==> src/design/mini_mcu_pkg.sv <==
/*
  shared definitions for the mini MCU subsystem
  bus widths, memory map and register offsets, pass code,
  decoded slave enum and arbiter state enum
*/
`default_nettype none

package mini_mcu_pkg;

  localparam int ADDR_W = 32;
  localparam int DATA_W = 32;
  localparam int SEL_W  = 4;

  // memory map
  localparam logic [ADDR_W-1:0] RAM_BASE    = 32'h0000_0000;
  localparam logic [ADDR_W-1:0] TIMER_BASE  = 32'h1500_0000;
  localparam logic [ADDR_W-1:0] EXIT_BASE   = 32'h2000_0000;
  // timer and exit windows hold two words each
  localparam logic [ADDR_W-1:0] PERIPH_SPAN = 32'h0000_0008;

  // register offsets inside a peripheral window
  localparam logic [2:0] TMR_COUNT_OFF   = 3'h0;
  localparam logic [2:0] TMR_CMP_OFF     = 3'h4;
  localparam logic [2:0] EXIT_STATUS_OFF = 3'h0;
  localparam logic [2:0] EXIT_VALUE_OFF  = 3'h4;

  // anything else written to the status register means fail
  localparam logic [DATA_W-1:0] TEST_PASS_CODE = 32'd123456789;

  typedef enum logic [1:0] {
    SLAVE_RAM,
    SLAVE_TIMER,
    SLAVE_EXIT,
    SLAVE_NONE
  } slave_sel_e;

  typedef enum logic [1:0] {
    ARB_IDLE,
    ARB_CORE,
    ARB_DEBUG
  } arb_state_e;

endpackage

`default_nettype wire

==> src/design/bus_arbiter.sv <==
/*
  round-robin arbiter between the core and debug Wishbone masters
  grant held for a whole bus cycle, response routed to the owner only
*/
`timescale 1ns/1ps
`default_nettype none

module bus_arbiter (
  input  logic                             clk_i,
  input  logic                             reset_i,

  input  logic                             core_cyc_i,
  input  logic                             core_stb_i,
  input  logic                             core_we_i,
  input  logic [mini_mcu_pkg::ADDR_W-1:0]  core_adr_i,
  input  logic [mini_mcu_pkg::DATA_W-1:0]  core_dat_i,
  input  logic [mini_mcu_pkg::SEL_W-1:0]   core_sel_i,
  output logic [mini_mcu_pkg::DATA_W-1:0]  core_dat_o,
  output logic                             core_ack_o,

  input  logic                             dbg_cyc_i,
  input  logic                             dbg_stb_i,
  input  logic                             dbg_we_i,
  input  logic [mini_mcu_pkg::ADDR_W-1:0]  dbg_adr_i,
  input  logic [mini_mcu_pkg::DATA_W-1:0]  dbg_dat_i,
  input  logic [mini_mcu_pkg::SEL_W-1:0]   dbg_sel_i,
  output logic [mini_mcu_pkg::DATA_W-1:0]  dbg_dat_o,
  output logic                             dbg_ack_o,

  output logic                             bus_cyc_o,
  output logic                             bus_stb_o,
  output logic                             bus_we_o,
  output logic [mini_mcu_pkg::ADDR_W-1:0]  bus_adr_o,
  output logic [mini_mcu_pkg::DATA_W-1:0]  bus_dat_o,
  output logic [mini_mcu_pkg::SEL_W-1:0]   bus_sel_o,
  input  logic [mini_mcu_pkg::DATA_W-1:0]  bus_dat_i,
  input  logic                             bus_ack_i
);

  import mini_mcu_pkg::*;

  arb_state_e state_q;
  arb_state_e grant;
  logic       last_dbg_q;

  // from idle the grant is taken in the same cycle, afterwards state_q holds it
  always_comb begin
    grant = state_q;
    if (state_q == ARB_IDLE) begin
      if (core_cyc_i && dbg_cyc_i) begin
        // tie goes to whoever did not own the bus last
        grant = last_dbg_q ? ARB_CORE : ARB_DEBUG;
      end else if (core_cyc_i) begin
        grant = ARB_CORE;
      end else if (dbg_cyc_i) begin
        grant = ARB_DEBUG;
      end
    end
  end

  always_ff @(posedge clk_i) begin
    if (reset_i) begin
      state_q    <= ARB_IDLE;
      last_dbg_q <= 1'b1;
    end else begin
      // owner dropping cyc sends us back to idle on the next cycle
      state_q <= bus_cyc_o ? grant : ARB_IDLE;
      if (state_q == ARB_IDLE && grant != ARB_IDLE) begin
        last_dbg_q <= (grant == ARB_DEBUG);
      end
    end
  end

  // forward the owner's request
  always_comb begin
    bus_cyc_o = 1'b0;
    bus_stb_o = 1'b0;
    bus_we_o  = 1'b0;
    bus_adr_o = '0;
    bus_dat_o = '0;
    bus_sel_o = '0;
    case (grant)
      ARB_CORE: begin
        bus_cyc_o = core_cyc_i;
        bus_stb_o = core_cyc_i && core_stb_i;
        bus_we_o  = core_we_i;
        bus_adr_o = core_adr_i;
        bus_dat_o = core_dat_i;
        bus_sel_o = core_sel_i;
      end
      ARB_DEBUG: begin
        bus_cyc_o = dbg_cyc_i;
        bus_stb_o = dbg_cyc_i && dbg_stb_i;
        bus_we_o  = dbg_we_i;
        bus_adr_o = dbg_adr_i;
        bus_dat_o = dbg_dat_i;
        bus_sel_o = dbg_sel_i;
      end
      default: begin
      end
    endcase
  end

  // response only reaches the owner
  assign core_ack_o = (grant == ARB_CORE) && bus_ack_i;
  assign dbg_ack_o  = (grant == ARB_DEBUG) && bus_ack_i;
  assign core_dat_o = (grant == ARB_CORE) ? bus_dat_i : '0;
  assign dbg_dat_o  = (grant == ARB_DEBUG) ? bus_dat_i : '0;

endmodule

`default_nettype wire

==> config.mk <==
export PLATFORM = sky130hd
export DESIGN_NAME = bus_arbiter
export DESIGN_NICKNAME = d
export VERILOG_FILES = /design/src/design/mini_mcu_pkg.sv /design/src/design/bus_arbiter.sv
export SDC_FILE = /design/constraint.sdc
export NUM_CORES = 1
export LEC_CHECK = 0
export ABC_AREA = 1
export BUFFER_PORTS_ARGS = -buffer_cell sky130_fd_sc_hd__buf_2
export CORE_AREA = 2 2 123 125
export CTS_CLUSTER_DIAMETER = 200
export CTS_CLUSTER_SIZE = 30
export DETAILED_ROUTE_END_ITERATION = 8
export DIE_AREA = 0 0 125 127
export HOLD_SLACK_MARGIN = 0.03
export PLACE_DENSITY = 0.49
export SLEW_MARGIN = 20
export SYNTH_ARGS = -nofsm -noshare
export SYNTH_HDL_FRONTEND = slang
export SYNTH_SLANG_ARGS = --single-unit
==> constraint.sdc <==
create_clock -name clk_i -period 3.2 [get_ports clk_i]
set_input_delay 0.16 -clock clk_i [delete_from_list [all_inputs] [get_ports clk_i]]
set_output_delay 0.16 -clock clk_i [all_outputs]
set_load 0.05 [all_outputs]
Word level (Yosys, flattened, before mapping). Index checks and enable logic that the tools add are counted.

Word-level logic and storage cells: 27. Input port bits: 177. Bits in registers: 3. Output and inout bits: 137.

Reductions and logical operators: 9. Bitwise operators: 1. Equality and inequality tests: 2. Mux-type cells: 13.

Operators with widths (count): $pmux 32 s2 (2); $mux 32 (2); $mux 2 (5); $pmux 4 s2 (1); $logic_and 1x1->1 (6); $pmux 1 s2 (3); $eq 2x1->1 const B (1); $eq 2x2->1 const B (1); $logic_not 2->1 (1); $reduce_bool 2->1 (1); $reduce_or 2->1 (1); $not 1->1 (1).

Logic depth before layout (Yosys ltp).
Word-level depth: 8. Mapped depth: 8. Depth with buffers taken out: 8.

Worst setup path before layout. No wires, ideal clock.

Path kind: register to output. Start: register last_dbg_q. End: output dbg_dat_o[10] (netlist bit). Setup slack: 1381 ps. Stages on the path, launching flop included: 9. Arrival time: 1659 ps. Path buffers: 1. Required time: 3040 ps. Cells stage by stage: dfxtp_1 > inv_1 > nand2_1 > nand2_1 > nand2_2 > nor2_4 > inv_2 > buf_2 > nor2_1.

Word-level cells in the longest chain between the ends: 5.

RTL lines: from (decl) (RTL line bus_arbiter.sv:44) `logic last_dbg_q;`; from (signal assigned) (RTL line bus_arbiter.sv:69) `last_dbg_q <= (grant == ARB_DEBUG);`; $mux 2 (RTL line bus_arbiter.sv:52) `grant = last_dbg_q ? ARB_CORE : ARB_DEBUG;`; $mux 2 (RTL line bus_arbiter.sv:50) `if (core_cyc_i && dbg_cyc_i) begin`; $mux 2 (RTL line bus_arbiter.sv:49) `if (state_q == ARB_IDLE) begin`; $eq 2x2->1 (RTL line bus_arbiter.sv:108) `assign dbg_dat_o = (grant == ARB_DEBUG) ? bus_dat_i : '0;`; $mux 32 (RTL line bus_arbiter.sv:108); to (decl) (RTL line bus_arbiter.sv:27) `output logic [mini_mcu_pkg::DATA_W-1:0] dbg_dat_o,`.

No other way between the ends.

Worst setup path after layout.
Start: register last_dbg_q. End: output bus_dat_o[16] (netlist bit).

Word-level cells in the longest chain between the ends: 5. Elaborated cells on any way between the ends: 6. Those cells by class: eq/ne (2); mux (4).

RTL lines: $mux 2 * (RTL line bus_arbiter.sv:52); $mux 2 * (RTL line bus_arbiter.sv:50); $mux 2 * (RTL line bus_arbiter.sv:49); $eq 2x2->1 / $eq 2x1->1 (equally long branches) (RTL line bus_arbiter.sv:82) `case (grant)`; $pmux 32 s2 * (RTL line bus_arbiter.sv:82); to (decl) (RTL line bus_arbiter.sv:34) `output logic [mini_mcu_pkg::DATA_W-1:0] bus_dat_o,`.

Mark *: on every way between the ends. The rest lies on a longest branch, timed or not.

==> flow_summary.yaml <==
outcome:
  outcome: "finished clean"
worst_setup_path:
  cp_num_buf_inv: 4
  cp.required_ns: 3.04
  worstPathArrival_ns: 2.16
  path_common_cell: "nand2_1"
  cp_cell_sequence: "inv_1 -> nand2_1 -> nand2_1 -> nand2_2 -> buf_4 -> buf_4 -> nand3_1 -> nand2_1 -> buf_2"
  worstSetupStartpointType: "register"
  cp_slowest_stage_delay_ns: 0.47
  end_kind: "primary output"
  critPathTopFamily: "buffers and inverters"
  cp_slowest_cell: "buf_4"
  r2r_slack_ns: 1.75
  crit_fanout: 41
  crit_type: "reg -> out"
route:
  post_drt_wl_per_cell_um: 12.1
  drc: 0
  num_vias: 3291
  avgViaCountPerCell: 3.88
  drt-initial-drc-count: 140
  drt_first_pass_iters: 4
  routed_wl_um: 10300
  detail-route-antenna-nets: 0
timing:
  period_minus_slack_ns: 2.32
  final_max_slew_viol_count: 0
  worst_slew_pin_slew_ns: 0.586
  rsz0062_at_grt: "false"
  finalCritPeriodShare_pct: 72.5
  max_clock_freq_ghz: 0.431
  finalSetupViolCount: 0
  fin_skew_ns: 0.000601
  maxSlewHeadroom_pct: 60.9
  setup_tns_ns: 0
  final-hold-violation-count: 0
synthesis:
  ys_top_cells_by_area: "nand2_1 (36%), nand3_1 (23%), nor2_1 (17%)"
  yosysMostFrequentCell: "nand2_1"
  ys_top_cells_by_count: "nand2_1 (148), nand3_1 (71), nor2_1 (69)"
  synthArstFlopShare_pct: 0
  syn_inst: 367
  ys_ff_latch: 3
  synth_area_um2: 1560
  synth.distinct_cells: 17
  synth_top_area_share_pct: 35.5
  syn-num-nets: 544
  synth_warnings: 0
  syn_area_per_cell_um2: 4.26
  synth_edf_count: 0
  yosysSeqAreaShare_pct: 3.84
  synth_top_flop_cell: "dfxtp_1"
  synth.largest_area_cell: "nand2_1"
die:
  fp.dieH_um: 127
  core_area_um2: 14400
  fp.dieW_um: 125
  die-area_um2: 15900
  start_util_pct: 10.8
  rows: 44
  pin_count: 314
finish:
  final_util_pct: 23.8
  fin_nets: 842
  drive_gt1_share_pct: 49.2
  area_growth_pct: 119
clock_tree:
  cts_root_buf: "clkbuf_16"
  cts_tree: "done"
  cts_buffer_depth: 2
  cts_buffers: 3
  insertion_delay_ns: 0.22
  holdBufCountCts: 0
  htreeDepth: 1
  clk_pin_slew_ns: 0.03
  post-cts-setup-buffers: 0
  cts.repair.resized: 0
  clock-sinks: 3
pwr:
  powerDensity_nw_per_um2: 405
  p_leak_uw: 0.00246
  peakVddDrop_mv: 0.187
  total_power_uw: 1390
placed_design:
  dp_hpwl_um: 8440
  routabilityCongestion: 0.793
  port_buffers: 313
min_path:
  min_path_type: "in -> reg"
grt:
  grt_usage_pct: 11.5
  antenna_found_initial: 1
  grt_pass1_vias: 3097
  grt_max_degree: 42
  grt_pass1_wl_um: 15200
  overflow: 0
run:
  maxCapViolCount: 0
-- path summary, 6_finish.rpt --
path	startpoint	to	cells after the start
hold / removal	reset_i	last_dbg_q	3
setup reg to reg	last_dbg_q	state_q[1]	9
hold reg to reg	last_dbg_q	last_dbg_q	2
setup / recovery	last_dbg_q	bus_dat_o[16]	9
-- final cells by class --
type	instances	area, um2
Tap cell	184	230
Multi-Input combinational cell	296	1230
Fill cell	1712	11000
Inverter	41	154
Antenna cell	1	2.50
Timing Repair Buffer	320	1680
Sequential cell	3	60.1
Clock buffer	4	78.8
-- layout by cell type, fill, tap and decap left out, types with 2 or more instances in the layout --
| cell type | count |
|---|---|
| clkbuf_16 | 3 |
| buf_12 | 4 |
| buf_4 | 6 |
| buf_2 | 310 |
| nor2_1 | 69 |
| dfxtp_1 | 3 |
| nand2_2 | 2 |
| nand3_1 | 71 |
| nand2_1 | 148 |
| inv_1 | 40 |
-- worst min-delay path, cell delays in order --
cell,delay (ns)
buf_2,0.09
a21oi_1,0.03
nand2_1,0.05
-- where the power goes --
group          switching [uW]  leakage (uW)  internal [uW]
Combinational             877       0.00240            273
Sequential               1.33     0.0000246           40.1
Clock                    32.6     0.0000382            164
Total                     911       0.00246            477
-- registers in the layout, summed over array words and instances (netlist names) --
register	count
state_q	2
last_dbg_q	1
-- cell families (layout without fill, tap and decap cells) --
kind of cell	count (synthesis)	in the layout	synth area share (%)
buffers and inverters	68	365	17.7
DFF	3	3	3.84
other	0	1	0
and+or+nand+nor	292	292	76.8
AOI/OAI and AO/OA	4	4	1.68
-- per-layer routing --
metal | GRT usage, % | wire length (um)
met1 | 13.0 | 4000
met4 | 0.915 | 16
met5 | 0 | 0
met3 | 2.14 | 857
met2 | 23.3 | 5420
-- through the flow --
step | setup WS, ns | instances | cell area [um2] | hold slack (ns)
2_1_floorplan | 1.38 | 367 | 1560 | 0.256
4_1_cts | 0.830 | 848 | 3430 | 0.144
3_3_place_gp | 1.10 | 844 | 3350 | 0.367
6_report | 0.881 | 849 | 3430 | 0.141
3_5_place_dp | 1.06 | 844 | 3350 | 0.370
5_1_grt | 0.686 | 848 | 3430 | 0.159
Note: power is estimated with default switching activity, not from simulation.
