File: config.mk
export PLATFORM = sky130hd
export DESIGN_NAME = slave_decoder
export DESIGN_NICKNAME = d
export VERILOG_FILES = /design/src/design/mini_mcu_pkg.sv /design/src/design/slave_decoder.sv
export SDC_FILE = /design/constraint.sdc
export NUM_CORES = 1
export LEC_CHECK = 0
export BUFFER_PORTS_ARGS = -buffer_cell sky130_fd_sc_hd__buf_2
export CAP_MARGIN = 10
export CORE_MARGIN = 5
export CORE_UTILIZATION = 28
export DETAILED_ROUTE_END_ITERATION = 6
export PLACE_DENSITY = 0.81
export REMOVE_ABC_BUFFERS = 1
export SLEW_MARGIN = 10
export SYNTH_ARGS = -nofsm -noshare
export SYNTH_HDL_FRONTEND = slang
export SYNTH_SLANG_ARGS = --single-unit
export TNS_END_PERCENT = 10
File: constraint.sdc
create_clock -name clk_i -period 1.9 [get_ports clk_i]
set_input_delay 0.285 -clock clk_i [delete_from_list [all_inputs] [get_ports clk_i]]
set_output_delay 0.285 -clock clk_i [all_outputs]
set_load 0.1 [all_outputs]
File: src/design/mini_mcu_pkg.sv
/*
  shared definitions for the mini MCU subsystem
  bus widths, memory map and register offsets, pass code,
  decoded slave enum and arbiter state enum
*/
`default_nettype none

package mini_mcu_pkg;

  localparam int ADDR_W = 32;
  localparam int DATA_W = 32;
  localparam int SEL_W  = 4;

  // memory map
  localparam logic [ADDR_W-1:0] RAM_BASE    = 32'h0000_0000;
  localparam logic [ADDR_W-1:0] TIMER_BASE  = 32'h1500_0000;
  localparam logic [ADDR_W-1:0] EXIT_BASE   = 32'h2000_0000;
  // timer and exit windows hold two words each
  localparam logic [ADDR_W-1:0] PERIPH_SPAN = 32'h0000_0008;

  // register offsets inside a peripheral window
  localparam logic [2:0] TMR_COUNT_OFF   = 3'h0;
  localparam logic [2:0] TMR_CMP_OFF     = 3'h4;
  localparam logic [2:0] EXIT_STATUS_OFF = 3'h0;
  localparam logic [2:0] EXIT_VALUE_OFF  = 3'h4;

  // anything else written to the status register means fail
  localparam logic [DATA_W-1:0] TEST_PASS_CODE = 32'd123456789;

  typedef enum logic [1:0] {
    SLAVE_RAM,
    SLAVE_TIMER,
    SLAVE_EXIT,
    SLAVE_NONE
  } slave_sel_e;

  typedef enum logic [1:0] {
    ARB_IDLE,
    ARB_CORE,
    ARB_DEBUG
  } arb_state_e;

endpackage

`default_nettype wire

File: src/design/slave_decoder.sv
/*
  address decoder for the shared bus
  per-slave strobes, response mux, zero-data ack for unmapped addresses
*/
`timescale 1ns/1ps
`default_nettype none

module slave_decoder #(
  parameter int RAM_WORDS = 1024
) (
  input  logic                             clk_i,
  input  logic                             reset_i,
  input  logic                             bus_stb_i,
  input  logic [mini_mcu_pkg::ADDR_W-1:0]  bus_adr_i,
  output logic [mini_mcu_pkg::DATA_W-1:0]  bus_dat_o,
  output logic                             bus_ack_o,

  output logic                             ram_stb_o,
  output logic                             tmr_stb_o,
  output logic                             exit_stb_o,

  input  logic [mini_mcu_pkg::DATA_W-1:0]  ram_dat_i,
  input  logic                             ram_ack_i,
  input  logic [mini_mcu_pkg::DATA_W-1:0]  tmr_dat_i,
  input  logic                             tmr_ack_i,
  input  logic [mini_mcu_pkg::DATA_W-1:0]  exit_dat_i,
  input  logic                             exit_ack_i
);

  import mini_mcu_pkg::*;

  localparam logic [ADDR_W-1:0] RAM_BYTES = ADDR_W'(4 * RAM_WORDS);

  slave_sel_e sel_d;
  slave_sel_e sel_q;
  logic       none_ack_q;

  always_comb begin
    if ((bus_adr_i - RAM_BASE) < RAM_BYTES) begin
      sel_d = SLAVE_RAM;
    end else if ((bus_adr_i - TIMER_BASE) < PERIPH_SPAN) begin
      sel_d = SLAVE_TIMER;
    end else if ((bus_adr_i - EXIT_BASE) < PERIPH_SPAN) begin
      sel_d = SLAVE_EXIT;
    end else begin
      sel_d = SLAVE_NONE;
    end
  end

  assign ram_stb_o  = bus_stb_i && (sel_d == SLAVE_RAM);
  assign tmr_stb_o  = bus_stb_i && (sel_d == SLAVE_TIMER);
  assign exit_stb_o = bus_stb_i && (sel_d == SLAVE_EXIT);

  always_ff @(posedge clk_i) begin
    if (reset_i) begin
      sel_q      <= SLAVE_NONE;
      none_ack_q <= 1'b0;
    end else begin
      // keep the issuing selection through the ack cycle
      if (bus_stb_i && !bus_ack_o) begin
        sel_q <= sel_d;
      end
      none_ack_q <= bus_stb_i && (sel_d == SLAVE_NONE) && !none_ack_q;
    end
  end

  always_comb begin
    case (sel_q)
      SLAVE_RAM: begin
        bus_dat_o = ram_dat_i;
        bus_ack_o = ram_ack_i;
      end
      SLAVE_TIMER: begin
        bus_dat_o = tmr_dat_i;
        bus_ack_o = tmr_ack_i;
      end
      SLAVE_EXIT: begin
        bus_dat_o = exit_dat_i;
        bus_ack_o = exit_ack_i;
      end
      default: begin
        bus_dat_o = '0;
        bus_ack_o = none_ack_q;
      end
    endcase
  end

endmodule

`default_nettype wire

# Yosys cells after proc, flatten, opt, wreduce, memory -nomap -nowiden
# Cells that the tools add are included.
# W data, S select, Z words.
# totals
register_bits,3
elab_cells,27
in_bits,134
output_inout_bits,36
# classes
addsub,2
n_lt_le_gt_ge,3
n_reduce_logical,10
n_mux,5
n_eq_ne,5
# op_table
cell,n
$pmux W32 S3,1
$lt A32 B4 Y1 const B,2
$lt A32 B13 Y1 const B,1
$sub A32 B29 Y32 const B,1
$sub A32 B30 Y32 const B,1
$eq A2 B2 Y1 const B,3
$logic_and A1 B1 Y1,6
$eq A2 B1 Y1 const B,2
$logic_not A2 Y1,2
$mux W2,2
$pmux W1 S3,1
$logic_not A1 Y1,2
$mux W1,1

# Depth between registers and ports, before layout
# logic_depth
depth_word,8
depth_mapped,7
ltp_nobuf,7

# Worst setup path before layout
# No wires, ideal clock.
# synth_path
path_kind,reg2out
startpoint,register sel_q[0]
endpoint,output port bus_dat_o[10] (netlist name)
n_path_buf,2
path_stages_with_launch,5
arrival_time_ps,3166
required_ps,1615
path_slack_ps,-1551
cell_sequence,dfxtp_1 > buf_2 > clkbuf_1 > mux2i_1 > o21ai_0
# synth_between
elab_chain_cells,2
word_cells_on_any_way,4
cone_classes,2 x eq/ne; 1 x mux; 1 x reduce/logical
# synth_lines
item,line_no,source
start: declaration,slave_decoder.sv:35,slave_sel_e sel_q;
start signal: assignment,slave_decoder.sv:61,sel_q <= sel_d;
$eq A2 B2 Y1 (tied with other cells),slave_decoder.sv:68,case (sel_q)
$pmux W32 S3 *,slave_decoder.sv:68,
end: declaration,slave_decoder.sv:15,"output logic [mini_mcu_pkg::DATA_W-1:0] bus_dat_o,"
# Mark *: on every way between the ends. The rest lies on a longest branch, timed or not.

# Worst setup path in the final report
# layout_path
startpoint,input port bus_adr_i[30] (netlist name)
endpoint,output port tmr_stb_o
# layout_between
elab_chain_cells,7
word_cells_on_any_way,10
cone_classes,2 x add/sub; 3 x order compare; 1 x eq/ne; 3 x mux; 1 x reduce/logical
# layout_lines
item,line_no,source
start: declaration,slave_decoder.sv:14,"input logic [mini_mcu_pkg::ADDR_W-1:0] bus_adr_i,"
$sub A32 B30 Y32,slave_decoder.sv:43,end else if ((bus_adr_i - EXIT_BASE) < PERIPH_SPAN) begin
$lt A32 B4 Y1,slave_decoder.sv:43,
$mux W1,slave_decoder.sv:43,
$mux W2,slave_decoder.sv:41,end else if ((bus_adr_i - TIMER_BASE) < PERIPH_SPAN) begin
$mux W2 *,slave_decoder.sv:39,if ((bus_adr_i - RAM_BASE) < RAM_BYTES) begin
$eq A2 B1 Y1 *,slave_decoder.sv:51,assign tmr_stb_o = bus_stb_i && (sel_d == SLAVE_TIMER);
$logic_and A1 B1 Y1 *,slave_decoder.sv:51,
end: declaration,slave_decoder.sv:19,"output logic tmr_stb_o,"
# Marked as above.

==> metrics.txt <==
arrival time at the worst endpoint between 1.5 and 2 ns; most used flip-flop cell after synthesis dfxtp_1; Critical R2R Launch sel_q[0]$_SDFFE_PP1P_; endpoint of the most critical register-to-register path sel_q[0]$_SDFFE_PP1P_; antenna viol nets, final 0; hold violation count in the final report 0; die area between 4000 and 5000 um^2; placed insts ~370; Avg Inst Size Synth around 6.6 um^2; Setup TNS -0.06828 ns; synthesized instance count 155; max frequency just over 0.5 GHz; x dimension of the die a little over 70 um; Post-Syn Area ~1000 um^2; clock period minus final worst setup slack a little under 2 ns; starting utilization of the core area 28.38%; Pre-antenna DRT Iters 4; global router's overall resource usage a little over a fifth; register share of total power 4.7%; worst slack at placement -0.2611 ns; library cell used as clock root buffer clkbuf_8; DRC violations left 0; Synth area leader mux2i_1; worst hold stages 2; via count of the routed design slightly below 2000; minimum setup slack among reg-to-reg paths about 0.26 ns; clock tree from TritonCTS yes; Via-to-Cell Ratio 5.063; n_diodes 0; endpoint required time on the critical path ~1.6 ns; Sw Ratio about 55%; average routed wire per standard cell approximately 16 um; wire length of the first global-routing pass a little under 9000 um; launching element type of the critical path input pin; Final Skew 0.002090 ns; Top Ports 170; count of cells along the worst register-to-register path 3; Final Max Tran Viols 0; Max FO, Critical Path 2; clock transition at the register clock pins on the worst setup and hold paths after CTS approximately 0.03 ns; async set-reset flop share out of synthesis 0%; Sink Count 3; reported net switching power 0.9462 mW; RSZ-0062 raised after global routing true; Final GP Congestion between 0.8 and 0.9; wire length after detailed routing about 6000 um; pin slew with the least headroom to its limit between 0.4 and 0.5 ns; element type at the critical path end primary output; Vert. Die Dim 70.46 um; Final setup viols 2; path type of the worst min-delay path input pin to register; initial detailed-routing violation count 75; logic gate share of total power 84.6%; core area between 3000 and 4000 um^2; Inserted Clock Buffers 3; worst slew margin relative to its limit roughly 70%; H-Tree Level Count 1; share of the synthesized area in the top cell type between 30% and 40%; cell with the most instances after synthesis nand2_1; sequential area share after synthesis 5.868%; final non-filler cell area roughly 2700 um^2; total power density per cell area about 630 nW/um^2; run status complete, but fails checks; filler-free cell count of the finished design around 380; design internal power between 0.7 and 0.8 mW; num rows 22; CTS max path bufs 2; Worst Hold End sel_q[1]$_SDFFE_PP1P_; reported leakage power 1.459 nW; synthesis-to-finish area growth 164.3%; layout cell share with drive strength beyond 1 between 60% and 70%; Area after DPL 2544 um^2; startpoint of the worst hold path reset_i; maximum capacitance violations 0; count of synthesis-stage warnings from yosys 0; proportion of power drawn by the clock network a little over a tenth; maximum number of pins on one net before global-route repair 32; Cell variety after synth 29; half-perimeter wire length after detailed placement a little over 5000 um; number of synthesized flops with an enable pin 0; IR Drop Worst-Case VDD just under 0.0007 V; hold bufs inserted after CTS 0; top cells by count, synth nand2_1 (35), o21ai_0 (34), mux2i_1 (32); nets@finish approximately 470; number of global-route vias before repair approximately 1900; total congestion overflow 0; clock latency of the later-clocked register in the worst-skew pair ~0.22 ns; final critical-path setup slack -0.06644 ns; number of antenna violations at the first check in global routing 0; failing checks setup timing; final worst-path cycle share 103.5%; number of buffers added on ports 166; post-synthesis sequential element count 3; top post-synthesis cells by area mux2i_1 (31%), o21ai_0 (17%), nand2_1 (13%); CP Class input pin to primary output
metal layers:
layer	global-route usage (%)	wire, um
met1	24.38	2037
met2	41.06	3232
met3	5.180	580
met4	4.043	85
met5	0	0
critical path, stage by stage:
cell,delay (ns)
buf_8,0.08
inv_4,0.03
ha_4,0.15
or4b_4,0.48
o41a_1,0.15
nand3_2,0.10
nand2_2,0.07
nor2_4,0.15
buf_12,0.18
worst max-delay path by stage:
stage                     slack, ns           end             startpoint  depth (start not counted)
after floorplan               -2.04  bus_dat_o[0]  sel_q[0]$_SDFFE_PP1P_                          2
after global placement        -0.22     tmr_stb_o          bus_adr_i[29]                          9
after detailed placement      -0.26     tmr_stb_o          bus_adr_i[29]                          9
after CTS                     -0.05     tmr_stb_o          bus_adr_i[30]                          8
after global routing          -0.13     tmr_stb_o          bus_adr_i[30]                          9
final                         -0.07     tmr_stb_o          bus_adr_i[30]                          9
registers in the layout, indices dropped and copies added (netlist names):
signal,cells
sel_q,2
none_ack_q,1
cells by family (layout without fill, tap and decap cells):
family | after synthesis | in the layout | synth area share [%]
XOR/XNOR | 1 | 1 | 0.8559
adder cells (fa/ha/maj) | 1 | 1 | 1.222
multiplexers | 33 | 33 | 33.50
flip-flops | 3 | 3 | 5.868
AND/OR/NAND/NOR | 65 | 65 | 32.15
AO/OA/AOI/OAI | 39 | 39 | 21.27
buffers and inverters | 13 | 191 | 5.134
area by class of cell:
class / instances / area (um^2)
clock buffers: 4 / 45.04
flip-flops and latches: 3 / 61.31
inverters: 2 / 12.51
multi-input cells: 139 / 959.7
repair buffers: 185 / 1567
well taps: 48 / 60.06
fillers: 243 / 900.9
power groups by stage:
stage	clock, mW	sequential, mW	combinational (mW)
after floorplan	0	0.110	0.777
after global placement	0	0.0812	1.39
after detailed placement	0	0.0810	1.41
after CTS	0.187	0.0802	1.44
after global routing	0.194	0.0816	1.50
final	0.183	0.0804	1.45
cells in the final DEF (no fill, tap or decap), types with 2 or more instances in the layout:
cell	instances
a221o_1	2
buf_12	38
buf_2	128
buf_4	15
buf_6	2
buf_8	2
clkbuf_8	3
dfxtp_1	2
inv_4	2
mux2i_1	32
nand2_1	34
nand2b_1	2
nand3_1	4
nor2_2	2
nor3_1	3
nor4_1	6
o21ai_0	21
o21ai_1	13
metrics by stage:
stage | hold slack, ns | util (%) | power [mW]
2_1_floorplan | 0.3898 | - | 0.8877
3_5_place_dp | 0.5132 | 70.54 | 1.495
3_3_place_gp | 0.5045 | 70.54 | 1.474
6_report | 0.2933 | 75.02 | 1.713
4_1_cts | 0.2907 | 74.05 | 1.708
5_1_grt | 0.3138 | 75.02 | 1.776
what timing repair did:
item,in CTS,in global routing
pin swaps,3,2
resized for setup,13,20
endpoints found under the setup margin,4,23
gates cloned,0,0
endpoints found under the hold margin,0,0
buffers inserted,5,0
(Power assumes the default switching activity.)
