==> config.mk <==
export PLATFORM = sky130hd
export DESIGN_NAME = exit_ctrl
export DESIGN_NICKNAME = d
export VERILOG_FILES = /design/src/design/mini_mcu_pkg.sv /design/src/design/exit_ctrl.sv
export SDC_FILE = /design/constraint.sdc
export NUM_CORES = 1
export LEC_CHECK = 0
export BUFFER_PORTS_ARGS = -buffer_cell sky130_fd_sc_hd__buf_4
export CAP_MARGIN = 15
export CORE_ASPECT_RATIO = 1.25
export CORE_MARGIN = 10
export CORE_UTILIZATION = 45
export CTS_CLUSTER_DIAMETER = 80
export DETAILED_ROUTE_END_ITERATION = 16
export HOLD_SLACK_MARGIN = 0.12
export MAX_ROUTING_LAYER = met4
export PLACE_DENSITY_LB_ADDON = 0.05
export SLEW_MARGIN = 20
export SYNTH_ARGS = -nofsm -noshare
export SYNTH_HDL_FRONTEND = slang
export SYNTH_SLANG_ARGS = --single-unit
==> constraint.sdc <==
create_clock -name clk_i -period 3.7 [get_ports clk_i]
set_input_delay 0 -clock clk_i [delete_from_list [all_inputs] [get_ports clk_i]]
set_output_delay 0 -clock clk_i [all_outputs]
set_load 0.02 [all_outputs]
==> src/design/mini_mcu_pkg.sv <==
/*
  shared definitions for the mini MCU subsystem
  bus widths, memory map and register offsets, pass code,
  decoded slave enum and arbiter state enum
*/
`default_nettype none

package mini_mcu_pkg;

  localparam int ADDR_W = 32;
  localparam int DATA_W = 32;
  localparam int SEL_W  = 4;

  // memory map
  localparam logic [ADDR_W-1:0] RAM_BASE    = 32'h0000_0000;
  localparam logic [ADDR_W-1:0] TIMER_BASE  = 32'h1500_0000;
  localparam logic [ADDR_W-1:0] EXIT_BASE   = 32'h2000_0000;
  // timer and exit windows hold two words each
  localparam logic [ADDR_W-1:0] PERIPH_SPAN = 32'h0000_0008;

  // register offsets inside a peripheral window
  localparam logic [2:0] TMR_COUNT_OFF   = 3'h0;
  localparam logic [2:0] TMR_CMP_OFF     = 3'h4;
  localparam logic [2:0] EXIT_STATUS_OFF = 3'h0;
  localparam logic [2:0] EXIT_VALUE_OFF  = 3'h4;

  // anything else written to the status register means fail
  localparam logic [DATA_W-1:0] TEST_PASS_CODE = 32'd123456789;

  typedef enum logic [1:0] {
    SLAVE_RAM,
    SLAVE_TIMER,
    SLAVE_EXIT,
    SLAVE_NONE
  } slave_sel_e;

  typedef enum logic [1:0] {
    ARB_IDLE,
    ARB_CORE,
    ARB_DEBUG
  } arb_state_e;

endpackage

`default_nettype wire

==> src/design/exit_ctrl.sv <==
/*
  test status and exit value registers
  sticky pass/fail flags, exit value with one-cycle valid pulse
*/
`timescale 1ns/1ps
`default_nettype none

module exit_ctrl (
  input  logic                             clk_i,
  input  logic                             reset_i,
  input  logic                             stb_i,
  input  logic                             we_i,
  input  logic [mini_mcu_pkg::ADDR_W-1:0]  adr_i,
  input  logic [mini_mcu_pkg::DATA_W-1:0]  dat_i,
  output logic [mini_mcu_pkg::DATA_W-1:0]  dat_o,
  output logic                             ack_o,
  output logic                             tests_passed_o,
  output logic                             tests_failed_o,
  output logic [mini_mcu_pkg::DATA_W-1:0]  exit_value_o,
  output logic                             exit_valid_o
);

  import mini_mcu_pkg::*;

  logic [DATA_W-1:0] status_q;
  logic [DATA_W-1:0] value_q;
  logic              passed_q;
  logic              failed_q;
  logic              valid_q;
  logic              ack_q;
  logic              access;

  assign access = stb_i && !ack_q;

  always_ff @(posedge clk_i) begin
    if (reset_i) begin
      status_q <= '0;
      value_q  <= '0;
      passed_q <= 1'b0;
      failed_q <= 1'b0;
      valid_q  <= 1'b0;
      ack_q    <= 1'b0;
    end else begin
      ack_q   <= access;
      valid_q <= access && we_i && (adr_i[2:0] == EXIT_VALUE_OFF);
      if (access && we_i && adr_i[2:0] == EXIT_STATUS_OFF) begin
        status_q <= dat_i;
        // first verdict sticks until reset
        if (!passed_q && !failed_q) begin
          passed_q <= (dat_i == TEST_PASS_CODE);
          failed_q <= (dat_i != TEST_PASS_CODE);
        end
      end
      if (access && we_i && adr_i[2:0] == EXIT_VALUE_OFF) begin
        value_q <= dat_i;
      end
    end
  end

  always_ff @(posedge clk_i) begin
    if (access) begin
      dat_o <= (adr_i[2:0] == EXIT_VALUE_OFF) ? value_q : status_q;
    end
  end

  assign ack_o          = ack_q;
  assign tests_passed_o = passed_q;
  assign tests_failed_o = failed_q;
  assign exit_value_o   = value_q;
  assign exit_valid_o   = valid_q;

endmodule

`default_nettype wire

# Word level (Yosys, flattened, before mapping)
# Index checks and enable logic that the tools add are counted.
[totals]
ff_bits = 100
latchBits = 0
ram_bits = 0
mem_bits_ro = 0
in_bits = 68
output_inout_bits = 68
word_cells = 21
n_memories = 0
[classes]
add_sub_neg = 0
mul = 0
n_div = 0
order_cmp = 0
n_eq_ne = 3
n_shift = 0
n_mux = 1
bitwise_logic = 0
n_reduce_logical = 10
[ops]
columns = ["cell", "count"]
rows = [
  ["32-bit by 27-bit equality test with 1-bit output (second input constant)", 1],
  ["32-bit two-way mux", 1],
  ["32-bit by 27-bit != test with 1-bit output (second input constant)", 1],
  ["1-bit logical AND", 5],
  ["3-bit equality test (second input constant)", 1],
  ["1-bit zero test", 3],
  ["3-bit zero test", 1],
  ["2-bit AND reduction", 1],
]

# Longest topological paths before layout
# Gate-level depths: netlist of the first run.
[depth]
depth_word = 5
mapped_depth = 6
mapped_depth_nobuf = 4

# Least setup slack after synthesis of the first run
# Ideal clock, no wire load.
[synth_path]
path_kind = "register to register"
startpoint = "reg ack_q, in the netlist ack_o"
endpoint = "reg value_q[10], in the netlist exit_value_o[10]"
setup_time_ns = 0.132
t_arrival_ns = 2.724
required_ns = 3.568
slack_ns = 0.844
path_stages_with_launch = 6
path_buffers = 1
synth_period_minus_slack_ns = 2.856
path_cell_list = "dfxtp_1 > nor2b_1 > nand3_1 > clkbuf_1 > nand2_1 > a21oi_1"
[synth_between]
elab_chain_len = 4
[synth_rtl]
columns = ["item", "line_no", "text"]
rows = [
  ["from (decl)", "exit_ctrl.sv:30", "logic ack_q;"],
  ["from (signal assigned)", "exit_ctrl.sv:44", "ack_q <= access;"],
  ["1-bit zero test", "exit_ctrl.sv:33", "assign access = stb_i && !ack_q;"],
  ["1-bit logical AND", "exit_ctrl.sv:33", ""],
  ["via access", "exit_ctrl.sv:31", "logic access;"],
  ["1-bit logical AND (2 in a row)", "exit_ctrl.sv:54", "if (access && we_i && adr_i[2:0] == EXIT_VALUE_OFF) begin"],
  ["to (signal assigned)", "exit_ctrl.sv:55", "value_q <= dat_i;"],
  ["to (decl)", "exit_ctrl.sv:26", "logic [DATA_W-1:0] value_q;"],
]
# The timed path passes the listed nets, and every way through them passes these cells.
# A chain may end at the register's enable or synchronous reset.

# Worst setup path in the final report of the first run
[layout_path]
startpoint = "reg ack_q, in the netlist ack_o"
endpoint = "reg status_q[2]"
[layout_between]
elab_chain_len = 4
[layout_rtl]
columns = ["item", "line_no", "text"]
rows = [
  ["1-bit zero test", "exit_ctrl.sv:33", ""],
  ["1-bit logical AND", "exit_ctrl.sv:33", ""],
  ["1-bit logical AND (2 in a row)", "exit_ctrl.sv:46", "if (access && we_i && adr_i[2:0] == EXIT_STATUS_OFF) begin"],
  ["to (signal assigned)", "exit_ctrl.sv:47", "status_q <= dat_i;"],
  ["to (decl)", "exit_ctrl.sv:25", "logic [DATA_W-1:0] status_q;"],
]
# Every way passes these cells.

==> impl_metrics.py, run 1 <==
metrics = {
    "timing": {
        "fin_crit_sh_pct": 61.7,
        "drv_slew": 0,
        "setup_viol": 0,
        "hold_violations": 0,
        "worst_pin_slew_ns": 0.768,
        "relSlewSlack_pct": 48.6,
        "rsz0062_at_grt": "no",
        "setup_tns_ns": 0,
        "final.min_clock_period_ns": 2.28,
        "finClkSkew_ns": 0.00982,
        "max_clock_freq_ghz": 0.438,
    },
    "power_and_ir_drop": {
        "comb_power_share_pct": 9.6,
        "pwr-share-clk_pct": 34.8,
        "swShare_pct": 22.4,
        "power_frac_seq_pct": 55.6,
        "leakage_nw": 2.04,
        "p_sw_w": 0.000470,
        "power.total_w": 0.00210,
        "p_per_area_mw_per_mm2": 399,
        "p_int_w": 0.00163,
        "irDropWorstVdd_mv": 0.248,
    },
    "clocking": {
        "clk_pin_slew_worst_paths_ns": 0.09,
        "clock_latency_ns": 0.35,
        "clock-root-buffer": "clkbuf_8",
        "htreeDepth": 3,
        "cts_inserted_buffers": 9,
        "cts_sinks": 100,
        "cts_tree": "done",
        "clock_path_buffers": 2,
    },
    "global_route": {
        "use_met2_pct": 28.8,
        "use_met1_pct": 19.8,
        "gr-total-overflow": 0,
        "met3_usage_pct": 4.33,
        "antenna_found_initial": 0,
        "grt_max_degree": 69,
        "grt_pass1_vias": 3221,
        "grt_pass1_wl_um": 16600,
        "grt.busiest_layer": "met2",
        "grt_usage_pct": 17.4,
    },
    "logic_synthesis": {
        "synthCells": 373,
        "ys_warn_count": 0,
        "avgSynthCellArea_um2": 10.1,
        "yosys.area.top_type": "dfxtp_1",
        "ys_top_cells_by_count": "nand2_1, dfxtp_1, a21oi_1",
        "synth_edf_count": 32,
        "synthTopCellsByArea": "dfxtp_1, edfxtp_1, nand2_1",
        "ys_types": 27,
        "syn_area_mm2": 0.00376,
        "synth_nets": 441,
        "synth_top_area_share_pct": 36.2,
        "yosysSeqAreaShare_pct": 61.7,
        "synth_ff_type": "dfxtp_1",
        "synth.most_common_cell": "nand2_1",
        "ys_seq_elements": 100,
        "synth-async-reset-ratio_pct": 0,
    },
    "critical_path": {
        "worst_setup_path_end_kind": "flip-flop",
        "cp_data_required_time_ns": 3.99,
        "crit_fanout": 10,
        "r2r-start": "ack_o",
        "crit_type": "flip-flop to flip-flop",
        "cp.arrival_ns": 2.57,
        "startpoint_type": "flip-flop",
        "cp-startpoint": "ack_o",
    },
    "place": {
        "portBuffers": 106,
        "dp_hpwl_um": 6790,
        "dpl_cell_area_mm2": 0.00465,
        "globalplace.congestion": 0.757,
    },
    "die": {
        "core_mm2": 0.00819,
        "io_pins": 136,
        "fp.dieH_um": 122,
        "dieArea_mm2": 0.0124,
        "start_util_pct": 45.9,
        "dieWidth_um": 102,
        "rows": 37,
    },
    "routing": {
        "ant_nets": 0,
        "wl_per_cell_um": 17.0,
        "firstDrtPassIters": 4,
        "vias": 3144,
        "wl_um": 10400,
        "vias_per_cell": 5.13,
        "drtIter0Drc": 117,
        "drc": 0,
    },
    "run": {
        "drv_cap": 0,
    },
    "layout": {
        "multi_input_area_mm2": 0.00136,
        "final_util_pct": 64.2,
        "final_area_mm2": 0.00526,
        "fillerInstances": 693,
        "num_antenna_cells": 0,
        "area_growth_pct": 39.6,
        "layout.nets": 580,
        "regArea_mm2": 0.00232,
        "drive_above_1_share_pct": 31.0,
    },
    "worst_hold_path": {
        "hp-class": "primary input to flip-flop",
        "min_from": "stb_i",
    },
    "outcome": {
        "status": "complete, no violations",
    },
}
==> worst paths after layout <==
check                                     to  slack [ns]  cells after the start
worst max-delay path             status_q[2]        1.42                      5
worst min-delay path               dat_o[30]        0.14                      2
worst max register to register   status_q[2]        1.42                      5
worst min register to register  status_q[31]        0.45                      2
==> metal layers <==
metal | part of all wire, % | routed length [um]
met2 | 50 | 5240
met3 | 7.0 | 725
met1 | 41 | 4260
met5 | 0 | 0
met4 | 1.9 | 198
==> per-stage QoR <==
step	worst slack, ns	instances	hold WS [ns]
final	1.42	613	0.142
after floorplan	0.844	373	0.136
after detailed placement	1.40	558	0.271
after global routing	1.22	613	0.135
after global placement	1.45	558	0.266
after CTS	1.38	613	0.135
==> final cells by class <==
type | instances | area share, %
multi-input cells | 248 | 25.9
well taps | 97 | 2.31
clock buffers | 11 | 2.50
inverters | 1 | 0.0714
clock inverters | 4 | 1.43
repair buffers | 152 | 23.6
flip-flops and latches | 100 | 44.2
==> power by group through the flow <==
stage	clock network [W]	logic [W]	registers [W]
after floorplan	0	0.0000473	0.00122
after global placement	0	0.000172	0.00119
after detailed placement	0	0.000174	0.00119
after CTS	0.000751	0.000203	0.00117
after global routing	0.000785	0.000217	0.00117
final	0.000731	0.000201	0.00117
==> state kept, by name, indices dropped and copies added, names as in the netlist <==
register        cells
tests_passed_o      1
exit_valid_o        1
exit_value_o       32
status_q           32
dat_o              32
ack_o               1
tests_failed_o      1
==> critical path, stage by stage, from the launching register on <==
cell and delay, ns:
dfxtp_1 0.36, nand3b_1 0.23, nor4_4 0.46, dlygate4sd3_1 0.94, nand2_1 0.10, a21oi_1 0.14
==> cell usage in the layout, fill, tap and decap left out, drive strengths merged <==
cell type	count
a22o	1
and3	1
nand3	1
nand2	129
or3	1
mux2	32
and2	1
nand4b	2
edfxtp	32
a21oi	64
nand3b	1
nor4b	1
or4	2
nor2b	1
bufinv	2
inv	1
nor4	3
nor4bb	1
buf	112
nor3b	1
or4b	1
clkbuf	11
dfxtp	68
o2bb2ai	1
dlygate4sd3	40
clkinvlp	2
nor2	1
nand4	2
nor3	1
==> logic make-up (layout without fill, tap and decap cells) <==
logic type,after synthesis,after routing,share of synthesized area [%]
AND/OR/NAND/NOR,150,150,17.0
flip-flops,100,100,61.7
AO/OA/AOI/OAI,66,66,8.97
multiplexers,32,32,9.57
buffers and inverters,25,168,2.72
==> what timing repair did <==
action	in CTS	in global routing
endpoints found under the hold margin	66	0
resized for setup	0	0
hold buffers	40	0
setup buffers	0	0
No activity file was read; power rests on OpenSTA's default activity.
==> run 2: changes to the inputs <==
Settings changed: CORE_UTILIZATION 45 to 44.
Clock period 3.7 ns to 1.8 ns, I/O delays scaled along.
==> run 2 against run 1 <==
- non-clock buffer count increased by 7
- global-route usage decreased by 0.35 points
- register-to-register slack got worse by 1.3 ns
- clock skew increased by 0.0022 ns
- clock power increased by 98%
- count of clock-buffer cells in the layout unchanged
- cell area increased by 1.1%
- largest power group unchanged
==> impl_metrics.py, run 2 (synthesis gave the netlist of run 1 again) <==
metrics = {
    "timing": {
        "worst_pin_slew_ns": 0.735,
        "finClkSkew_ns": 0.0120,
        "setup_viol": 0,
        "rsz0062_at_grt": "no",
        "setup_tns_ns": 0,
        "fin_crit_sh_pct": 93.8,
        "drv_slew": 0,
        "max_clock_freq_ghz": 0.592,
        "relSlewSlack_pct": 51.0,
        "hold_violations": 0,
        "final.min_clock_period_ns": 1.69,
        "hold_ws_ns": 0.166,
    },
    "critical_path": {
        "ff2ff_setup_slack_ns": 0.16,
        "worst_setup_path_end_kind": "flip-flop",
        "crit_end": "tests_failed_o",
        "cp-startpoint": "dat_i[27]",
        "r2r-start": "ack_o",
        "cp.arrival_ns": 1.94,
        "cp_data_required_time_ns": 2.05,
        "r2r-end": "status_q[22]",
        "crit_fanout": 3,
        "r2r_cells": 5,
        "startpoint_type": "primary input",
        "crit_type": "primary input to flip-flop",
    },
    "layout": {
        "fillerInstances": 698,
        "drive_above_1_share_pct": 33.6,
        "layout_common_cells": "nand2_1, buf_4, dfxtp_1",
        "layout.nets": 587,
        "num_antenna_cells": 0,
        "final-instance-count-excl-fill": 621,
        "final_common_cell": "nand2_1",
        "final_util_pct": 64.1,
        "area_growth_pct": 41.2,
    },
    "routing": {
        "vias_per_cell": 5.03,
        "wl_per_cell_um": 17.0,
        "drtIter0Drc": 137,
        "ant_nets": 0,
        "drc": 0,
        "vias": 3122,
        "wl_um": 10500,
        "firstDrtPassIters": 4,
    },
    "power_and_ir_drop": {
        "power_frac_seq_pct": 56.1,
        "leakage_nw": 2.10,
        "p_int_w": 0.00327,
        "comb_power_share_pct": 10.0,
        "p_sw_w": 0.00100,
        "pwr-share-clk_pct": 33.8,
        "swShare_pct": 23.5,
        "irDropWorstVdd_mv": 0.500,
        "p_per_area_mw_per_mm2": 804,
    },
    "die": {
        "core_mm2": 0.00829,
        "rows": 37,
        "dieWidth_um": 103,
        "fp.dieH_um": 123,
        "start_util_pct": 45.4,
        "dieArea_mm2": 0.0127,
        "io_pins": 136,
    },
    "clocking": {
        "clk_pin_slew_worst_paths_ns": 0.09,
        "cts_tree": "done",
        "cts_sinks": 100,
        "htreeDepth": 3,
        "clock_latency_ns": 0.36,
        "clock_path_buffers": 2,
        "clock-root-buffer": "clkbuf_8",
        "cts_inserted_buffers": 9,
    },
    "worst_hold_path": {
        "hp-class": "primary input to flip-flop",
    },
    "global_route": {
        "grt_max_degree": 69,
        "gr-total-overflow": 0,
        "grt_usage_pct": 17.0,
        "antenna_found_initial": 0,
        "grt_pass1_wl_um": 16400,
        "grt_pass1_vias": 3181,
    },
    "place": {
        "placed_cells": 565,
        "dp_hpwl_um": 6920,
        "portBuffers": 106,
        "globalplace.congestion": 0.778,
    },
    "outcome": {
        "status": "complete, no violations",
    },
    "run": {
        "drv_cap": 0,
    },
}
## run 2: repair_timing
item                                   4_1_cts  5_1_grt
buffers inserted                             0        4
gates resized for setup                      0        4
endpoints found under the hold margin       66        2
hold buffers                                37        1
setup endpoints to repair                    0        3
## run 2: final cells by class
class,instances,area [um^2],share of cell area [%]
clock buffer,11,141,2.66
clock inverter,5,61.3,1.15
sequential,100,2330,43.8
multi-input combinational,248,1370,25.8
inverter,1,3.75,0.0706
tap,97,121,2.28
timing repair buffer,159,1290,24.2
## run 2: how the worst min path moves through the flow
stage	from	to	slack (ns)	cells after the start
floorplan	dat_i[0]	status_q[0]	0.14	2
global placement	dat_i[23]	status_q[23]	0.27	3
detailed placement	dat_i[17]	status_q[17]	0.27	3
CTS	adr_i[0]	status_q[28]	0.12	5
global route	reset_i	exit_valid_o	0.20	2
finish	reset_i	exit_valid_o	0.17	2
## run 2: power by group through the flow
stage	combinational (W)	sequential, W	clock, W
floorplan	0.0000987	0.00251	0
global placement	0.000362	0.00245	0
detailed placement	0.000364	0.00245	0
CTS	0.000427	0.00240	0.00148
global route	0.000460	0.00241	0.00158
finish	0.000429	0.00240	0.00145
## run 2: routing by layer
layer	vias up	wire (um)	global-route usage, %
met5	-	0	-
met4	0	136	6.01
li1	1559	-	-
met2	83	5250	27.4
met3	12	539	3.63
met1	1468	4610	20.6
## run 2: critical path: stages
cell,delay [ns]
dlygate4sd3_1,0.55
buf_4,0.15
or4_1,0.55
nor4_2,0.33
nand4_1,0.16
a22o_1,0.21
## run 2: through the flow
step | area (um^2) | worst slack (ns) | total power [W]
2_1_floorplan | 3770 | 0.0538 | 0.00261
3_3_place_gp | 4710 | 0.133 | 0.00281
3_5_place_dp | 4710 | 0.130 | 0.00282
4_1_cts | 5280 | 0.0211 | 0.00431
5_1_grt | 5320 | 0.0550 | 0.00444
6_report | 5320 | 0.111 | 0.00427
